==> config.mk <==
export PLATFORM = sky130hd
export DESIGN_NAME = llc_core
export DESIGN_NICKNAME = d
export VERILOG_FILES = /design/src/design/llc_pkg.sv /design/src/design/llc_core.sv /design/src/design/llc_input_decoder.sv /design/src/design/llc_lookup_way.sv /design/src/design/llc_output_regs.sv /design/src/design/llc_process_request.sv /design/src/design/llc_tag_store.sv
export SDC_FILE = /design/constraint.sdc
export NUM_CORES = 1
export LEC_CHECK = 0
export ABC_AREA = 1
export BUFFER_PORTS_ARGS = -buffer_cell sky130_fd_sc_hd__buf_4
export CORE_ASPECT_RATIO = 1.1
export CORE_MARGIN = 2
export CORE_UTILIZATION = 50
export CTS_CLUSTER_SIZE = 40
export DETAILED_ROUTE_END_ITERATION = 12
export PLACE_DENSITY = 0.68
export SLEW_MARGIN = 20
export SYNTH_ARGS = -nofsm -noshare
export SYNTH_HDL_FRONTEND = slang
export SYNTH_SLANG_ARGS = --single-unit
==> constraint.sdc <==
create_clock -name clk -period 20.9 [get_ports clk]
set_clock_uncertainty 0.1 [all_clocks]
set_input_delay 5.225 -clock clk [delete_from_list [all_inputs] [get_ports clk]]
set_output_delay 5.225 -clock clk [all_outputs]
set_load 0.01 [all_outputs]
==> src/design/llc_pkg.sv <==
/* last-level cache shared types
   sizes, line address breakdown, request and line state definitions */
package llc_pkg;

    // cache geometry
    localparam int LLC_SETS      = 4;
    localparam int LLC_WAYS      = 2;
    localparam int LLC_WORD_BITS = 32;
    localparam int LLC_ADDR_BITS = 8;

    localparam int LLC_SET_BITS = $clog2(LLC_SETS);
    localparam int LLC_TAG_BITS = LLC_ADDR_BITS - LLC_SET_BITS;
    localparam int LLC_WAY_BITS = (LLC_WAYS > 1) ? $clog2(LLC_WAYS) : 1;

    typedef logic [LLC_WORD_BITS-1:0] llc_word_t;
    typedef logic [LLC_TAG_BITS-1:0]  llc_tag_t;
    typedef logic [LLC_SET_BITS-1:0]  llc_set_t;
    typedef logic [LLC_WAY_BITS-1:0]  llc_way_t;

    // set index sits in the low bits of the line address
    typedef struct packed {
        llc_tag_t tag;
        llc_set_t set;
    } llc_addr_fields_t;

    typedef union packed {
        logic [LLC_ADDR_BITS-1:0] raw;
        llc_addr_fields_t         f;
    } llc_addr_u;

    // one request from the input channel
    typedef struct packed {
        logic      write;
        llc_addr_u addr;
        llc_word_t data;
    } llc_req_t;

    // memory side request, write-back or fill read
    typedef struct packed {
        logic                     write;
        logic [LLC_ADDR_BITS-1:0] addr;
        llc_word_t                data;
    } llc_mem_req_t;

    typedef struct packed {
        logic valid;
        logic dirty;
    } llc_line_state_t;

endpackage

==> src/design/llc_core.sv <==
/* write-back last-level cache core
   input decoder, tag store with lookup and control, output registers */
module llc_core
    import llc_pkg::*;
#(
    parameter int SETS = LLC_SETS,
    parameter int WAYS = LLC_WAYS
) (
    input  logic         clk,
    input  logic         rst,
    input  logic         req_valid_i,
    input  llc_req_t     req_i,
    output logic         req_ready_o,
    output logic         rsp_valid_o,
    input  logic         rsp_ready_i,
    output llc_word_t    rsp_data_o,
    output logic         mem_req_valid_o,
    input  logic         mem_req_ready_i,
    output llc_mem_req_t mem_req_o,
    input  logic         mem_rsp_valid_i,
    input  llc_word_t    mem_rsp_data_i,
    output logic         mem_rsp_ready_o
);

    llc_req_t                    held_req;
    logic                        start;
    logic                        rsp_done;
    logic                        mem_busy;
    logic                        rd_en;
    logic                        wr_en;
    llc_way_t                    wr_way;
    llc_tag_t                    wr_tag;
    llc_line_state_t             wr_state;
    llc_word_t                   wr_data;
    logic                        adv_evict;
    llc_tag_t        [WAYS-1:0]  set_tags;
    llc_line_state_t [WAYS-1:0]  set_states;
    llc_word_t       [WAYS-1:0]  set_lines;
    llc_way_t                    evict_way;
    logic                        hit;
    llc_way_t                    hit_way;
    llc_way_t                    victim_way;
    logic                        victim_dirty;
    logic                        send_rsp;
    llc_word_t                   rsp_data;
    logic                        send_mem;
    llc_mem_req_t                mem_req;

    llc_input_decoder input_decoder_u (
        .clk         (clk),
        .rst         (rst),
        .req_valid_i (req_valid_i),
        .req_i       (req_i),
        .req_ready_o (req_ready_o),
        .done_i      (rsp_done),
        .held_req_o  (held_req),
        .start_o     (start)
    );

    llc_tag_store #(
        .SETS (SETS),
        .WAYS (WAYS)
    ) tag_store_u (
        .clk         (clk),
        .rst         (rst),
        .rd_set_i    (held_req.addr.f.set),
        .rd_en_i     (rd_en),
        .wr_en_i     (wr_en),
        .wr_way_i    (wr_way),
        .wr_tag_i    (wr_tag),
        .wr_state_i  (wr_state),
        .wr_data_i   (wr_data),
        .adv_evict_i (adv_evict),
        .tags_o      (set_tags),
        .states_o    (set_states),
        .lines_o     (set_lines),
        .evict_way_o (evict_way)
    );

    llc_lookup_way #(
        .WAYS (WAYS)
    ) lookup_way_u (
        .tag_i          (held_req.addr.f.tag),
        .tags_i         (set_tags),
        .states_i       (set_states),
        .evict_way_i    (evict_way),
        .hit_o          (hit),
        .hit_way_o      (hit_way),
        .victim_way_o   (victim_way),
        .victim_dirty_o (victim_dirty)
    );

    llc_process_request #(
        .WAYS (WAYS)
    ) process_request_u (
        .clk             (clk),
        .rst             (rst),
        .start_i         (start),
        .req_i           (held_req),
        .hit_i           (hit),
        .hit_way_i       (hit_way),
        .victim_way_i    (victim_way),
        .victim_dirty_i  (victim_dirty),
        .tags_i          (set_tags),
        .lines_i         (set_lines),
        .mem_rsp_valid_i (mem_rsp_valid_i),
        .mem_rsp_data_i  (mem_rsp_data_i),
        .mem_rsp_ready_o (mem_rsp_ready_o),
        .out_busy_i      (mem_busy),
        .rd_en_o         (rd_en),
        .wr_en_o         (wr_en),
        .wr_way_o        (wr_way),
        .wr_tag_o        (wr_tag),
        .wr_state_o      (wr_state),
        .wr_data_o       (wr_data),
        .adv_evict_o     (adv_evict),
        .send_rsp_o      (send_rsp),
        .rsp_data_o      (rsp_data),
        .send_mem_o      (send_mem),
        .mem_req_o       (mem_req)
    );

    llc_output_regs output_regs_u (
        .clk             (clk),
        .rst             (rst),
        .send_rsp_i      (send_rsp),
        .rsp_data_i      (rsp_data),
        .send_mem_i      (send_mem),
        .mem_req_i       (mem_req),
        .rsp_ready_i     (rsp_ready_i),
        .mem_req_ready_i (mem_req_ready_i),
        .rsp_valid_o     (rsp_valid_o),
        .rsp_data_o      (rsp_data_o),
        .mem_req_valid_o (mem_req_valid_o),
        .mem_req_o       (mem_req_o),
        .mem_busy_o      (mem_busy),
        .rsp_done_o      (rsp_done)
    );

endmodule

==> src/design/llc_input_decoder.sv <==
/* request intake
   takes one request while idle and holds it until its response is sent */
module llc_input_decoder
    import llc_pkg::*;
(
    input  logic     clk,
    input  logic     rst,
    input  logic     req_valid_i,
    input  llc_req_t req_i,
    output logic     req_ready_o,
    input  logic     done_i,
    output llc_req_t held_req_o,
    output logic     start_o
);

    logic busy;
    logic accept;

    assign req_ready_o = !busy;
    assign accept = req_valid_i && !busy;

    // busy from accept until the response transfer
    always_ff @(posedge clk or negedge rst) begin
        if (!rst) begin
            busy    <= 1'b0;
            start_o <= 1'b0;
        end else begin
            start_o <= accept;
            if (accept) begin
                busy <= 1'b1;
            end else if (done_i) begin
                busy <= 1'b0;
            end
        end
    end

    always_ff @(posedge clk) begin
        if (accept) begin
            held_req_o <= req_i;
        end
    end

endmodule

==> src/design/llc_lookup_way.sv <==
/* way lookup
   hit detection over the read set and victim choice for a miss */
module llc_lookup_way
    import llc_pkg::*;
#(
    parameter int WAYS = LLC_WAYS
) (
    input  llc_tag_t                    tag_i,
    input  llc_tag_t        [WAYS-1:0]  tags_i,
    input  llc_line_state_t [WAYS-1:0]  states_i,
    input  llc_way_t                    evict_way_i,
    output logic                        hit_o,
    output llc_way_t                    hit_way_o,
    output llc_way_t                    victim_way_o,
    output logic                        victim_dirty_o
);

    always_comb begin
        hit_o        = 1'b0;
        hit_way_o    = '0;
        victim_way_o = evict_way_i;

        // scan downward so the lowest invalid way wins
        for (int i = WAYS - 1; i >= 0; i--) begin
            if (!states_i[i].valid) begin
                victim_way_o = llc_way_t'(i);
            end
        end

        for (int i = 0; i < WAYS; i++) begin
            if (states_i[i].valid && tags_i[i] == tag_i) begin
                hit_o     = 1'b1;
                hit_way_o = llc_way_t'(i);
            end
        end

        victim_dirty_o = states_i[victim_way_o].valid && states_i[victim_way_o].dirty;
    end

endmodule

==> src/design/llc_output_regs.sv <==
/* output holding registers
   response and memory request stay valid until taken */
module llc_output_regs
    import llc_pkg::*;
(
    input  logic         clk,
    input  logic         rst,
    input  logic         send_rsp_i,
    input  llc_word_t    rsp_data_i,
    input  logic         send_mem_i,
    input  llc_mem_req_t mem_req_i,
    input  logic         rsp_ready_i,
    input  logic         mem_req_ready_i,
    output logic         rsp_valid_o,
    output llc_word_t    rsp_data_o,
    output logic         mem_req_valid_o,
    output llc_mem_req_t mem_req_o,
    output logic         mem_busy_o,
    output logic         rsp_done_o
);

    assign rsp_done_o = rsp_valid_o && rsp_ready_i;
    assign mem_busy_o = mem_req_valid_o;

    always_ff @(posedge clk or negedge rst) begin
        if (!rst) begin
            rsp_valid_o     <= 1'b0;
            mem_req_valid_o <= 1'b0;
        end else begin
            if (send_rsp_i) begin
                rsp_valid_o <= 1'b1;
            end else if (rsp_done_o) begin
                rsp_valid_o <= 1'b0;
            end
            if (send_mem_i) begin
                mem_req_valid_o <= 1'b1;
            end else if (mem_req_valid_o && mem_req_ready_i) begin
                mem_req_valid_o <= 1'b0;
            end
        end
    end

    // loaded only while the channel is idle
    always_ff @(posedge clk) begin
        if (send_rsp_i) begin
            rsp_data_o <= rsp_data_i;
        end
        if (send_mem_i) begin
            mem_req_o <= mem_req_i;
        end
    end

endmodule

==> src/design/llc_process_request.sv <==
/* request control FSM
   set read, lookup, write-back of a dirty victim, fill, line update and response */
module llc_process_request
    import llc_pkg::*;
#(
    parameter int WAYS = LLC_WAYS
) (
    input  logic                   clk,
    input  logic                   rst,
    input  logic                   start_i,
    input  llc_req_t               req_i,
    input  logic                   hit_i,
    input  llc_way_t               hit_way_i,
    input  llc_way_t               victim_way_i,
    input  logic                   victim_dirty_i,
    input  llc_tag_t   [WAYS-1:0]  tags_i,
    input  llc_word_t  [WAYS-1:0]  lines_i,
    input  logic                   mem_rsp_valid_i,
    input  llc_word_t              mem_rsp_data_i,
    output logic                   mem_rsp_ready_o,
    input  logic                   out_busy_i,
    output logic                   rd_en_o,
    output logic                   wr_en_o,
    output llc_way_t               wr_way_o,
    output llc_tag_t               wr_tag_o,
    output llc_line_state_t        wr_state_o,
    output llc_word_t              wr_data_o,
    output logic                   adv_evict_o,
    output logic                   send_rsp_o,
    output llc_word_t              rsp_data_o,
    output logic                   send_mem_o,
    output llc_mem_req_t           mem_req_o
);

    localparam logic [2:0] S_READ_SET   = 3'd0;
    localparam logic [2:0] S_LOOKUP     = 3'd1;
    localparam logic [2:0] S_WRITE_BACK = 3'd2;
    localparam logic [2:0] S_FILL_REQ   = 3'd3;
    localparam logic [2:0] S_FILL_WAIT  = 3'd4;
    localparam logic [2:0] S_UPDATE     = 3'd5;

    logic [2:0] state;
    logic [2:0] next_state;
    logic       hit_q;
    llc_way_t   way_q;
    llc_word_t  fill_q;
    llc_addr_u  wb_addr;

    always_ff @(posedge clk or negedge rst) begin
        if (!rst) begin
            state <= S_READ_SET;
            hit_q <= 1'b0;
            way_q <= '0;
        end else begin
            state <= next_state;
            // way to update: hit way, or victim on a miss
            if (state == S_LOOKUP) begin
                hit_q <= hit_i;
                way_q <= hit_i ? hit_way_i : victim_way_i;
            end
        end
    end

    always_ff @(posedge clk) begin
        if (state == S_FILL_WAIT && mem_rsp_valid_i) begin
            fill_q <= mem_rsp_data_i;
        end
    end

    always_comb begin
        next_state = state;
        case (state)
            S_READ_SET: begin
                if (start_i) begin
                    next_state = S_LOOKUP;
                end
            end
            S_LOOKUP: begin
                if (hit_i) begin
                    next_state = S_UPDATE;
                end else if (victim_dirty_i) begin
                    next_state = S_WRITE_BACK;
                end else begin
                    next_state = S_FILL_REQ;
                end
            end
            S_WRITE_BACK: begin
                if (!out_busy_i) begin
                    next_state = S_FILL_REQ;
                end
            end
            S_FILL_REQ: begin
                if (!out_busy_i) begin
                    next_state = S_FILL_WAIT;
                end
            end
            S_FILL_WAIT: begin
                if (mem_rsp_valid_i) begin
                    next_state = S_UPDATE;
                end
            end
            S_UPDATE: begin
                next_state = S_READ_SET;
            end
            default: begin
                next_state = S_READ_SET;
            end
        endcase
    end

    // set index comes from the held request
    assign rd_en_o = (state == S_READ_SET) && start_i;

    // victim goes back at its own tag in the same set
    always_comb begin
        wb_addr.f.tag = tags_i[way_q];
        wb_addr.f.set = req_i.addr.f.set;
    end

    assign send_mem_o = ((state == S_WRITE_BACK) || (state == S_FILL_REQ)) && !out_busy_i;

    always_comb begin
        if (state == S_WRITE_BACK) begin
            mem_req_o.write = 1'b1;
            mem_req_o.addr  = wb_addr.raw;
            mem_req_o.data  = lines_i[way_q];
        end else begin
            mem_req_o.write = 1'b0;
            mem_req_o.addr  = req_i.addr.raw;
            mem_req_o.data  = '0;
        end
    end

    assign mem_rsp_ready_o = (state == S_FILL_WAIT);

    // a read hit leaves the line untouched so its dirty bit survives
    assign wr_en_o          = (state == S_UPDATE) && (req_i.write || !hit_q);
    assign wr_way_o         = way_q;
    assign wr_tag_o         = req_i.addr.f.tag;
    assign wr_state_o.valid = 1'b1;
    assign wr_state_o.dirty = req_i.write;
    assign wr_data_o        = req_i.write ? req_i.data : fill_q;
    assign adv_evict_o      = (state == S_UPDATE) && !hit_q;

    assign send_rsp_o = (state == S_UPDATE);

    always_comb begin
        if (req_i.write) begin
            rsp_data_o = req_i.data;
        end else if (hit_q) begin
            rsp_data_o = lines_i[way_q];
        end else begin
            rsp_data_o = fill_q;
        end
    end

endmodule

==> src/design/llc_tag_store.sv <==
/* tag, state and data arrays of the cache
   whole-set registered read, single-way write, round-robin evict pointer per set */
module llc_tag_store
    import llc_pkg::*;
#(
    parameter int SETS = LLC_SETS,
    parameter int WAYS = LLC_WAYS
) (
    input  logic                        clk,
    input  logic                        rst,
    input  llc_set_t                    rd_set_i,
    input  logic                        rd_en_i,
    input  logic                        wr_en_i,
    input  llc_way_t                    wr_way_i,
    input  llc_tag_t                    wr_tag_i,
    input  llc_line_state_t             wr_state_i,
    input  llc_word_t                   wr_data_i,
    input  logic                        adv_evict_i,
    output llc_tag_t        [WAYS-1:0]  tags_o,
    output llc_line_state_t [WAYS-1:0]  states_o,
    output llc_word_t       [WAYS-1:0]  lines_o,
    output llc_way_t                    evict_way_o
);

    llc_tag_t        tag_mem   [SETS][WAYS];
    llc_word_t       data_mem  [SETS][WAYS];
    llc_line_state_t state_mem [SETS][WAYS];
    llc_way_t        evict_ptr [SETS];

    // line state and evict pointers
    always_ff @(posedge clk or negedge rst) begin
        if (!rst) begin
            for (int s = 0; s < SETS; s++) begin
                evict_ptr[s] <= '0;
                for (int w = 0; w < WAYS; w++) begin
                    state_mem[s][w] <= '0;
                end
            end
        end else begin
            if (wr_en_i) begin
                state_mem[rd_set_i][wr_way_i] <= wr_state_i;
            end
            if (adv_evict_i) begin
                if (evict_ptr[rd_set_i] == llc_way_t'(WAYS - 1)) begin
                    evict_ptr[rd_set_i] <= '0;
                end else begin
                    evict_ptr[rd_set_i] <= evict_ptr[rd_set_i] + 1'b1;
                end
            end
        end
    end

    always_ff @(posedge clk) begin
        if (wr_en_i) begin
            tag_mem[rd_set_i][wr_way_i]  <= wr_tag_i;
            data_mem[rd_set_i][wr_way_i] <= wr_data_i;
        end
    end

    // whole set read, held until the next read
    always_ff @(posedge clk) begin
        if (rd_en_i) begin
            for (int w = 0; w < WAYS; w++) begin
                tags_o[w]   <= tag_mem[rd_set_i][w];
                states_o[w] <= state_mem[rd_set_i][w];
                lines_o[w]  <= data_mem[rd_set_i][w];
            end
            evict_way_o <= evict_ptr[rd_set_i];
        end
    end

endmodule

# Word level (Yosys, flattened, before mapping)

Memories as Yosys holds them, arrays and structs flattened. A register that Yosys moved wholly into a read port is not among the register bits.
Cells that the tools add are included.

RAM bits: 304
Flip-flop bits (word level): 180
ROM bits: 0
Memories: 2
Latch bits: 0

Memory list:

| memory               | depth | width | read ports | clocked after memory_dff | wr ports | line                | text |
|---|---|---|---|---|---|---|---|
| tag_store_u.data_mem | 4     | 64    | 1          | 1                        | 1        | llc_tag_store.sv:26 | `llc_word_t data_mem [SETS][WAYS];` |
| tag_store_u.tag_mem  | 4     | 12    | 1          | 1                        | 1        | llc_tag_store.sv:25 | `llc_tag_t tag_mem [SETS][WAYS];` |

Shifts and indexed selects: 0
Div/mod/pow operators: 0
Add/sub/neg operators: 1
Multipliers: 0
Reductions and logical operators: 23
Order comparisons: 6
Equal/unequal tests: 11
Muxes and demuxes: 50
Bitwise logic cells: 4

Operators by type and width:

| kind                                                        | number |
|---|---|
| two-way mux 32 bit                                          | 6 |
| two-way mux 64 bit                                          | 1 |
| two-way mux 41 bit                                          | 1 |
| demux 32 bit (select 1 bit)                                 | 1 |
| two-way mux 6 bit                                           | 3 |
| bitwise mux 16 bit                                          | 1 |
| two-way mux 1 bit                                           | 16 |
| two-way mux 4 bit                                           | 4 |
| two-way mux 3 bit                                           | 5 |
| case mux 3 bit (5 select lines)                             | 1 |
| logical AND 1 bit                                           | 13 |
| == test 6 bit                                               | 2 |
| two-way mux 12 bit                                          | 1 |
| binary-select mux 4 bit (select 2 bit)                      | 1 |
| demux 4 bit (select 2 bit)                                  | 1 |
| != test 2 bit (second input constant)                       | 4 |
| demux 6 bit (select 1 bit)                                  | 1 |
| == test 3 x 2 -> 1 bit (second input constant)              | 2 |
| == test 3 bit (second input constant)                       | 2 |
| two-way mux 2 bit                                           | 3 |
| nonzero test 2 bit                                          | 3 |
| AND 4 bit                                                   | 1 |
| bitwise mux 4 bit                                           | 1 |
| less-than comparator 1 x 2 -> 1 bit (second input constant) | 2 |
| 16 further kinds                                            | 19 |

# Depth between registers and ports, before layout

Gate-level depths: netlist of the first run.

Word-level depth: 8
Gate-level depth with buffers: 12
Mapped depth without buffers: 12

# Hierarchy

A second synthesis of the first run with hierarchy kept.

Cell total of the unflattened synthesis: 1,534
Area total of the unflattened synthesis: 21,370.5 µm²

By module, submodules not included:

| module              | cells an instance | times used | area an instance (µm²) |
|---|---|---|---|
| llc_tag_store       | 849               | 1          | 14,192.4 |
| llc_process_request | 472               | 1          | 3,248.1 |
| llc_output_regs     | 86                | 1          | 2,287.2 |
| llc_input_decoder   | 49                | 1          | 1,308.8 |
| llc_lookup_way      | 78                | 1          | 334.1 |

# Worst setup path after synthesis of the first run

No wires, ideal clock.

Path type: input to register
Start point: in mem_rsp_valid_i
End point: reg process_request_u.fill_q[0], enable pin
Path slack: 13.754 ns
Library setup time: 0.421 ns
Arrival time: 6.625 ns
Buffers on the path: 0
Data required time: 20.379 ns
Cell stages on the path: 2
Cells stage by stage: inv_1 -> nor2_1

Cells in the longest elaborated chain, start to end: 1

Ends and longest elaborated chain:

| element                | line                      | text |
|---|---|---|
| start: declaration     | llc_core.sv:20            | `input logic mem_rsp_valid_i,` |
| logical AND 1 bit      | llc_process_request.sv:65 | `if (state == S_FILL_WAIT && mem_rsp_valid_i) begin` |
| end signal: assignment | llc_process_request.sv:66 | `fill_q <= mem_rsp_data_i;` |
| end: declaration       | llc_process_request.sv:46 | `llc_word_t fill_q;` |

No other way between the ends.
A chain may end at the register's enable or synchronous reset.

# Worst setup path after layout of the first run

Start point: reg process_request_u.state[0]
End point: out mem_rsp_ready_o

Cells in the longest elaborated chain, start to end: 1

Ends and longest elaborated chain:

| element                  | line                       | text |
|---|---|---|
| start: declaration       | llc_process_request.sv:42  | `logic [2:0] state;` |
| start signal: assignment | llc_process_request.sv:55  | `state <= next_state;` |
| == test 3 bit            | llc_process_request.sv:134 | `assign mem_rsp_ready_o = (state == S_FILL_WAIT);` |
| end: declaration         | llc_core.sv:22             | `output logic mem_rsp_ready_o` |

No other way between the ends.

==> metrics.yaml, run 1 <==
floorplanning:
  die-area_um2: 43000
  dieWidth_um: 197.9
  core_um2: 40990
  rows: 78
  initial_core_util_pct: 50.44
  die_h_um: 217.3
  io_pins: 156
yosys:
  ys_ff_latch: 560
  synth.distinct_cells: 25
  synthCells: 1358
  synth_fa_ha_area_share_pct: 0
  synth_top_family_by_area: "simple AND/OR/NAND/NOR gates"
  netlist_area_um2: 20680
  synth_fp_nets: 1437
  synth_mux_area_share_pct: 1.598
  yosysSeqAreaShare_pct: 80.63
  synthSimpleGateAreaFrac_pct: 7.806
  syn-mean-instance-area_um2: 15.23
  synth_warnings: 0
  synth_compound_area_share_pct: 7.631
  synth_xor_area_share_pct: 0
routing:
  wl_per_cell_um: 21.63
  via_per_inst: 5.572
  drc: 0
  routed_wirelength_um: 45260
  vias: 11656
  drtIter0Drc: 1192
  drt-pass1-iter-count: 5
  final_antenna_net_count: 0
layout:
  nNetsFinal: 1610
  layout.cells.most_common: "edfxtp_1"
  n_antenna_cell: 0
  final_area_um2: 24060
  final_cell_mix: "edfxtp_1 (531), nand2_1 (284), buf_4 (178)"
  area_delta_synth_final_pct: 16.39
  drive_above_1_share_pct: 17.68
  nFillCells: 3084
  final_util_pct: 58.71
  fin_cells: 2092
worst_setup_path:
  crit_type: "reg -> out"
  cpPeakStageDelay_ns: 0.43
  arrival_ns: 1.62
  worstPathCellList: "inv_2 -> nand2_1 -> nor2_1 -> buf_4"
  cp.required_ns: 15.58
  cp_max_fo: 6
  critPathLaunchType: "register"
  worstSetupEndpointType: "primary output"
  cp_slowest_cell: "dfrtp_1"
global_route:
  grt-ovfl-total: 0
  grtUsageTotal_pct: 21.31
  grt_max_degree: 79
  antenna_found_initial: 1
  grt_first_pass_wirelength_um: 68010
  grt_pass1_vias: 11738
sta:
  setup_slack_ns: 13.95
  setup-violations-final: 0
  fin_crit_sh_pct: 33.24
  timing.setup.tns_ns: 0
  worstMarginPinSlew_ns: 1.056
  rsz0062_at_grt: "false"
  hold_viol: 0
  slew_violations: 0
  maxSlewHeadroom_pct: 29.60
  final.min_clock_period_ns: 6.946
  max_freq_mhz: 144.0
  holdWs_ns: 0.3539
cts:
  cts-root-buf: "clkbuf_16"
  cts_resized: 0
  cts_setup_buffers: 0
  clock_path_buffers: 3
  ctsHoldBuffers: 0
  cts_sinks: 560
  cts-htree-levels: 2
  tritoncts: "yes"
  insertion_delay_ns: 0.59
  clk_pin_slew_ns: 0.06
  cts_buffers: 54
place:
  hpwl_um: 24240
  numPortBuffers: 155
  placed_area_um2: 22440
  placed_cells: 1995
  place_worst_setup_slack_ns: 14.37
  globalplace.congestion: 0.7514
pwr:
  irDropWorstVdd_mv: 0.07273
  power_density_nw_per_um2: 115.9
  power_mw: 2.790
  cellLeakagePower_nw: 8.846
min_path:
  hold_class: "reg -> reg"
outcome:
  outcome: "completed"
run:
  cap_violations: 0
worst max-delay path: cells and delay by family (launching register included):
kind / cells / cell delay [ns]
simple gates: 2 / 0.30
buf+inv: 2 / 0.29
flops: 1 / 0.43
where the power goes:
group	total [mW]	internal, mW	switching [mW]
combinational	0.439	0.143	0.296
sequential	1.44	1.39	0.0487
clock	0.909	0.515	0.394
cells by family after synthesis:
logic type,Yosys count
compound gates,239
buf+inv,120
flops,560
mux,33
simple gates,406
area by class of cell:
| class | instances | area [um^2] | share of cell area, % |
|---|---|---|---|
| Multi-Input combinational cell | 678 | 3557 | 14.78 |
| Clock inverter | 16 | 142.6 | 0.5927 |
| Clock buffer | 81 | 1484 | 6.166 |
| Tap cell | 520 | 650.6 | 2.704 |
| Sequential cell | 560 | 16670 | 69.28 |
| Inverter | 59 | 221.5 | 0.9203 |
| Timing Repair Buffer | 178 | 1336 | 5.553 |
cells in the mapped netlist, drive strengths merged:
| cell type | n | area share [%] |
|---|---|---|
| or2 | 6 | 0.18 |
| nand2 | 284 | 5.2 |
| inv | 59 | 1.1 |
| nand4 | 2 | 0.061 |
| nor2 | 85 | 1.7 |
| nand3 | 24 | 0.58 |
| mux2i | 33 | 1.6 |
| dfrtp | 29 | 3.5 |
| clkbuf | 34 | 0.62 |
| a22oi | 139 | 5.0 |
| a21o | 1 | 0.042 |
| nor3 | 5 | 0.18 |
| buf | 27 | 0.65 |
| a21oi | 36 | 0.87 |
| o221ai | 3 | 0.13 |
| o211ai | 6 | 0.22 |
| edfxtp | 531 | 77 |
| o21ai | 54 | 1.3 |
path summary, 6_finish.rpt:
check	slack (ns)	end	cells past startpoint	startpoint
setup / recovery	13.95	mem_rsp_ready_o	4	process_request_u.state[0]
hold / removal	0.35	tag_store_u.state_mem[7]	2	tag_store_u.state_mem[7]
setup reg to reg	17.53	tag_store_u.data_mem[2][42]	7	input_decoder_u.held_req_o[32]
hold reg to reg	0.35	tag_store_u.state_mem[7]	2	tag_store_u.state_mem[7]
max in group asynchronous	15.94	process_request_u.wr_way_o	1	rst
min in group asynchronous	4.46	output_regs_u.mem_busy_o	1	rst
sequential cells by signal (all words and copies together) (netlist names), 4 cells and up:
| signal | cells |
|---|---|
| tag_store_u.state_mem | 16 |
| input_decoder_u.held_req_o | 41 |
| tag_store_u.lines_o | 64 |
| tag_store_u.states_o | 4 |
| tag_store_u.data_mem | 256 |
| tag_store_u.tags_o | 12 |
| tag_store_u.tag_mem | 48 |
| output_regs_u.rsp_data_o | 32 |
| tag_store_u.evict_ptr | 4 |
| output_regs_u.mem_req_o | 41 |
| process_request_u.fill_q | 32 |
layer usage:
metal	vias up	wire [um]	track usage (%)
li1	5373	-	-
met1	5793	18560	28.58
met2	401	22200	35.14
met3	87	3045	3.549
met4	2	1450	8.346
met5	-	8	0
Power figures use the tool's default switching activity.
==> run 2: changes to the inputs <==
Settings changed: ABC_AREA 1 to 0.
Clock period 20.9 ns to 6.45 ns, I/O delays scaled along.
==> metrics.yaml, run 2 <==
yosys:
  async_flop_share_pct: 5.179  # unchanged
  netlist.area_leader.share_pct: 76.46  # -0.66 points
  synth.most_common_cell: "edfxtp_1"
  synth_fp_nets: 1145  # -20%
  synthTopCellsByArea: "edfxtp_1 (76%), mux4_2 (8.7%), dfrtp_1 (3.5%), mux2i_1 (1.9%), o21ai_0 (1.8%)"
  synth_commonest_cells: "edfxtp_1 (531), mux4_2 (81), o21ai_0 (74), nor2_1 (72), nand2_1 (48)"
  syn-mean-instance-area_um2: 19.56  # +28%
  yosys.area.top_type: "edfxtp_1"
  synth_flop_cell: "edfxtp_1"
  yosysSeqAreaShare_pct: 79.94  # -0.69 points
  synth_warnings: 0  # unchanged
  synth.distinct_cells: 39  # +56%
  ys_ff_latch: 560  # unchanged
  synth_edf_count: 531  # unchanged
  synthCells: 1066  # -22%
  netlist_area_um2: 20860  # +0.87%
pwr:
  power_mw: 8.673  # +210%
  p_sw_share_pct: 23.88  # -2.6 points
  power_density_nw_per_um2: 355.6  # +210%
  irDropWorstVdd_mv: 0.2208  # +200%
  seqPwrFrac_pct: 52.1  # +0.4 points
  p_clk_share_pct: 34.8  # +2.2 points
  p_int_mw: 6.602  # +220%
  p_comb_share_pct: 13.1  # -2.6 points
  switchingPower_mw: 2.071  # +180%
  cellLeakagePower_nw: 8.514  # -3.8%
worst_setup_path:
  worstSetupEndpointType: "primary output"
  crit_path_start: "process_request_u.state[1]"
  r2r_slack_ns: 3.22  # -14.31 ns
  cpPeakStageDelay_ns: 0.54  # +0.11 ns
  worstPathBufferInverterCount: 1  # -1
  arrival_ns: 1.61  # about the same
  worstPathCellList: "nor3b_1 -> buf_4"
  rr_endpoint: "tag_store_u.data_mem[2][25]"
  cp_max_fo: 9  # +3
  crit_type: "reg -> out"
  crit-reg2reg-launch: "input_decoder_u.held_req_o[33]"
  cp.required_ns: 4.74  # -10.84 ns
  cp_num_cells: 2  # -2
  setup.worst_path.end: "mem_rsp_ready_o"
  critPathLaunchType: "register"
  path_delay_family: "flip-flops"
  cp_slowest_cell: "dfrtp_1"
  reg2regPathDepth: 5  # -2
min_path:
  hold_class: "reg -> reg"
cts:
  cts_resized: 0  # unchanged
  cts_setup_buffers: 0  # unchanged
  clock_path_buffers: 3  # unchanged
  ctsHoldBuffers: 0  # unchanged
  cts_sinks: 560  # unchanged
  clk_pin_slew_ns: 0.06  # about the same
  cts-htree-levels: 2  # unchanged
  cts_buffers: 54  # unchanged
  cts-root-buf: "clkbuf_16"
  tritoncts: "yes"
  insertion_delay_ns: 0.59  # about the same
sta:
  final.min_clock_period_ns: 3.320
  slew_violations: 0  # unchanged
  maxSlewHeadroom_pct: 30.61  # +1.0 points
  setup-violations-final: 0  # unchanged
  worstMarginPinSlew_ns: 1.039  # -0.01666 ns
  hold_viol: 0  # unchanged
  max_freq_mhz: 301.2
  holdWs_ns: 0.3638  # +0.009844 ns
  setup_slack_ns: 3.130  # -10.82 ns
  fin_crit_sh_pct: 51.48
  rsz0062_at_grt: "false"
  timing.setup.tns_ns: 0  # unchanged
place:
  hpwl_um: 22810  # -5.9%
  place_worst_setup_slack_ns: 3.178  # -11.20 ns
  globalplace.congestion: 0.7337  # -2.4%
  numPortBuffers: 155  # unchanged
  placed_cells: 1748  # -12%
global_route:
  grt_max_degree: 90  # +14%
  grt_pass1_vias: 10215  # -13%
  grtUsageTotal_pct: 19.10  # -2.2 points
  antenna_found_initial: 1  # unchanged
  grt_first_pass_wirelength_um: 60960  # -10%
  grt-ovfl-total: 0  # unchanged
layout:
  regMostFlops: "tag_store_u.data_mem"
  multi_input_area_um2: 3835  # +7.8%
  largest_reg_flops: 256  # unchanged
  nNetsFinal: 1323  # -18%
  regArea_um2: 16670  # unchanged
  nFillCells: 3037  # -1.5%
  layout.cells.most_common: "edfxtp_1"
  drive_above_1_share_pct: 27.97  # +10 points
  n_antenna_cell: 0  # unchanged
  area_delta_synth_final_pct: 16.96
  fin_cells: 1847  # -12%
  reg_top3: "tag_store_u.data_mem (256), tag_store_u.lines_o (64), tag_store_u.tag_mem (48)"
  final_cell_mix: "edfxtp_1 (531), buf_4 (170), mux4_2 (81)"
floorplanning:
  core_um2: 41180  # +0.48%
  dieWidth_um: 198.7  # +0.42%
  die_h_um: 218.2  # +0.43%
  initial_core_util_pct: 50.64  # +0.20 points
  die-area_um2: 43360  # +0.85%
  io_pins: 156  # unchanged
  rows: 78  # unchanged
routing:
  via_per_inst: 5.456  # -2.1%
  drt-pass1-iter-count: 5  # unchanged
  drc: 0  # unchanged
  final_antenna_net_count: 0  # unchanged
  vias: 10078  # -14%
  routed_wirelength_um: 40340  # -11%
  drtIter0Drc: 909  # -24%
  wl_per_cell_um: 21.84  # +0.95%
run:
  cap_violations: 0  # unchanged
outcome:
  outcome: "completed"
[run 2: cell types whose count changed after synthesis, moves of 9 or more]
cell      change
clkbuf_1     -15
nand2_1     -236
a22oi_1     -139
nand3_1      -23
xnor2_1       +9
inv_1        -13
nor2_1       -10
o21ai_0      +23
buf_2        +12
mux4_2       +81
[run 2: logic make-up after synthesis]
kind of cell              after synthesis  synth area share [%]
AOI/OAI and AO/OA                     114                 2.874
buffers and inverters                  93                 1.884
and+or+nand+nor                       154                 3.534
DFF                                   560                 79.94
muxes                                 129                 11.10
xor gates and xnor gates               16                0.6720
[run 2: routing by layer]
| metal | wire length, um | vias up | GRT usage (%) |
|---|---|---|---|
| met5 | 0 | - | 0 |
| met4 | 733 | 0 | 4.950 |
| met3 | 2383 | 50 | 3.812 |
| met2 | 19850 | 318 | 30.96 |
| met1 | 17370 | 5203 | 26.85 |
| li1 | - | 4507 | - |
[run 2: power groups by stage]
stage          logic [mW]  registers, mW  clock network [mW]
3_5_place_dp         1.16           4.59                   0
2_1_floorplan       0.630           4.61                   0
6_report             1.14           4.52                3.02
3_3_place_gp         1.13           4.58                   0
4_1_cts              1.16           4.52                3.08
5_1_grt              1.24           4.54                3.24
[run 2: how the worst min path moves through the flow]
stage                     depth (start not counted)  slack [ns]                      startpoint                     endpoint
after floorplan                                   0        0.32  input_decoder_u.held_req_o[32]  output_regs_u.mem_req_o[32]
after global placement                            1        0.35        tag_store_u.state_mem[7]     tag_store_u.state_mem[7]
after detailed placement                          1        0.35        tag_store_u.state_mem[7]     tag_store_u.state_mem[7]
after CTS                                         1        0.36        tag_store_u.state_mem[7]     tag_store_u.state_mem[7]
after global routing                              1        0.39        tag_store_u.state_mem[1]     tag_store_u.state_mem[1]
final                                             1        0.36        tag_store_u.evict_ptr[0]     tag_store_u.evict_ptr[0]
[run 2: per-stage QoR]
step	util (%)	instance area, um^2
after floorplan	-	20860
after global placement	55.03	22660
after detailed placement	55.09	22690
after CTS	59.22	24390
after global routing	59.23	24390
final	59.23	24390
[run 2: layout make-up]
| class | instances | area share, % |
|---|---|---|
| well taps | 560 | 2.873 |
| repair buffers | 172 | 5.427 |
| clock inverters | 20 | 0.8361 |
| clock buffers | 79 | 6.130 |
| inverters | 43 | 0.6617 |
| flip-flops and latches | 560 | 68.35 |
| multi-input cells | 413 | 15.72 |
==> run 3: changes to the inputs <==
Settings changed: ABC_AREA 0 to 1.
Clock period 6.45 ns to 3.28 ns, I/O delays scaled along.
==> metrics.yaml, run 3 (synthesized netlist as in run 1, its figures left out) <==
pwr:
  power_mw: 18.29  # +110%
  irDropWorstVdd_mv: 0.4701  # +110%
  power_density_nw_per_um2: 750.2  # +110%
  cellLeakagePower_nw: 8.971  # +5.4%
layout:
  nNetsFinal: 1616  # +22%
  final_cell_mix: "edfxtp_1 (531), nand2_1 (284), buf_4 (173)"
  regMostFlops: "tag_store_u.data_mem"
  layout.cells.most_common: "edfxtp_1"
  n_antenna_cell: 0  # unchanged
  multi_input_area_um2: 3563  # -7.1%
  nFillCells: 3013  # -0.79%
  final_area_um2: 24380  # about the same
  largest_reg_flops: 256  # unchanged
  drive_above_1_share_pct: 18.99  # -9.0 points
  regArea_um2: 16670  # unchanged
  reg_top3: "tag_store_u.data_mem (256), tag_store_u.lines_o (64), tag_store_u.tag_mem (48)"
  area_delta_synth_final_pct: 17.93
routing:
  routed_wirelength_um: 46560  # +15%
  drtIter0Drc: 1102  # +21%
  vias: 11817  # +17%
  drt-pass1-iter-count: 5  # unchanged
  final_antenna_net_count: 0  # unchanged
  drc: 0  # unchanged
  wl_per_cell_um: 22.17  # +1.5%
  via_per_inst: 5.627  # +3.1%
sta:
  hold_viol: 0  # unchanged
  maxSlewHeadroom_pct: 32.17  # +1.6 points
  fin_crit_sh_pct: 78.19
  timing.setup.tns_ns: 0  # unchanged
  max_freq_mhz: 389.9
  final.min_clock_period_ns: 2.565
  rsz0062_at_grt: "false"
  slew_violations: 0  # unchanged
  worstMarginPinSlew_ns: 1.017  # -0.02185 ns
  setup-violations-final: 0  # unchanged
floorplanning:
  die-area_um2: 43000  # -0.84%
  initial_core_util_pct: 50.44  # -0.20 points
  rows: 78  # unchanged
  die_h_um: 217.3  # -0.42%
  dieWidth_um: 197.9  # -0.42%
  core_um2: 40990  # -0.47%
  io_pins: 156  # unchanged
global_route:
  use_met3_pct: 3.409  # -0.40 points
  grt_pass1_vias: 11994  # +17%
  grt-ovfl-total: 0  # unchanged
  use_met1_pct: 29.42  # +2.6 points
  use_met2_pct: 37.42  # +6.5 points
  grt_first_pass_wirelength_um: 70280  # +15%
  antenna_found_initial: 1  # unchanged
  grt_max_degree: 82  # -8.9%
  top_usage_layer: "met2"
  grtUsageTotal_pct: 22.02  # +2.9 points
cts:
  cts_resized: 0  # unchanged
  cts_sinks: 560  # unchanged
  cts_buffers: 55  # +1.9%
  cts-root-buf: "clkbuf_16"
  ctsHoldBuffers: 0  # unchanged
  tritoncts: "yes"
  cts-htree-levels: 2  # unchanged
  clk_pin_slew_ns: 0.07  # about the same
  cts_setup_buffers: 0  # unchanged
  clock_path_buffers: 3  # unchanged
  insertion_delay_ns: 0.60  # about the same
outcome:
  outcome: "completed"
worst_setup_path:
  arrival_ns: 1.64  # +0.03 ns
  crit_type: "reg -> out"
  reg2regPathDepth: 6  # +1
  r2r_slack_ns: 0.98  # -2.24 ns
  rr_endpoint: "tag_store_u.lines_o[17]"
  cp_max_fo: 6  # -3
  worstSetupEndpointType: "primary output"
  cp.required_ns: 2.36  # -2.38 ns
  critPathLaunchType: "register"
  crit-reg2reg-launch: "input_decoder_u.held_req_o[32]"
run:
  cap_violations: 0  # unchanged
place:
  hpwl_um: 25950  # +14%
  numPortBuffers: 155  # unchanged
  globalplace.congestion: 0.7685  # +4.7%
  placed_area_um2: 22610  # -0.37%
min_path:
  hold_class: "in -> async"
run 3: changes by cell type in the layout (fill, tap and decap cells not counted), sizes merged, moves of 11 or more:
cell,change
nand3,+22
a22oi,+139
o21ai,-20
nand2,+236
buf,+11
nor2,+12
mux4,-81
clkbuf,-11
inv,+23
run 3: worst max-delay path by stage:
stage / depth (start not counted) / to / from / slack, ns
detailed placement: 6 / tag_store_u.lines_o[17] / input_decoder_u.held_req_o[32] / 1.0
finish: 4 / mem_rsp_ready_o / process_request_u.state[0] / 0.72
CTS: 4 / mem_rsp_ready_o / process_request_u.state[0] / 0.69
global route: 4 / mem_rsp_ready_o / process_request_u.state[0] / 0.61
global placement: 7 / output_regs_u.mem_req_o[22] / process_request_u.state[1] / 1.0
floorplan: 6 / tag_store_u.data_mem[2][0] / process_request_u.state[0] / 0.12
run 3: metal layers:
| metal | vias up | wire length [um] | share of wire, % |
|---|---|---|---|
| met1 | 5907 | 19070 | 41 |
| met5 | - | 0 | 0 |
| met3 | 63 | 3184 | 6.8 |
| met2 | 460 | 23360 | 50 |
| li1 | 5387 | - | - |
| met4 | 0 | 941 | 2.0 |
run 3: where the power goes:
group / switching (mW) / internal (mW) / leakage (nW)
Clock: 2.65 / 3.55 / 0.856
Sequential: 0.303 / 8.88 / 5.21
Combinational: 1.96 / 0.956 / 2.91
run 3: critical path: stages, from the launching register on:
cell,delay [ns]
dfrtp_1,0.43
inv_2,0.15
nand2_1,0.13
nor2_1,0.19
buf_4,0.16
run 3: layout make-up:
type	instances	share of cell area, %
sequential	560	68.38
multi-input combinational	678	14.61
timing repair buffer	183	6.147
clock buffer	68	5.927
tap	520	2.668
clock inverter	32	1.360
inverter	59	0.9082
run 3: through the flow:
stage | util (%) | setup WS, ns | hold WS, ns | instances
2_1_floorplan | - | 0.1171 | 0.3225 | 1358
3_3_place_gp | 55.15 | 0.9977 | 0.3362 | 2000
3_5_place_dp | 55.15 | 0.9966 | 0.3387 | 2000
4_1_cts | 59.49 | 0.6914 | 0.02553 | 2100
5_1_grt | 59.49 | 0.6121 | 0.05310 | 2100
6_report | 59.49 | 0.7153 | 0.04325 | 2100
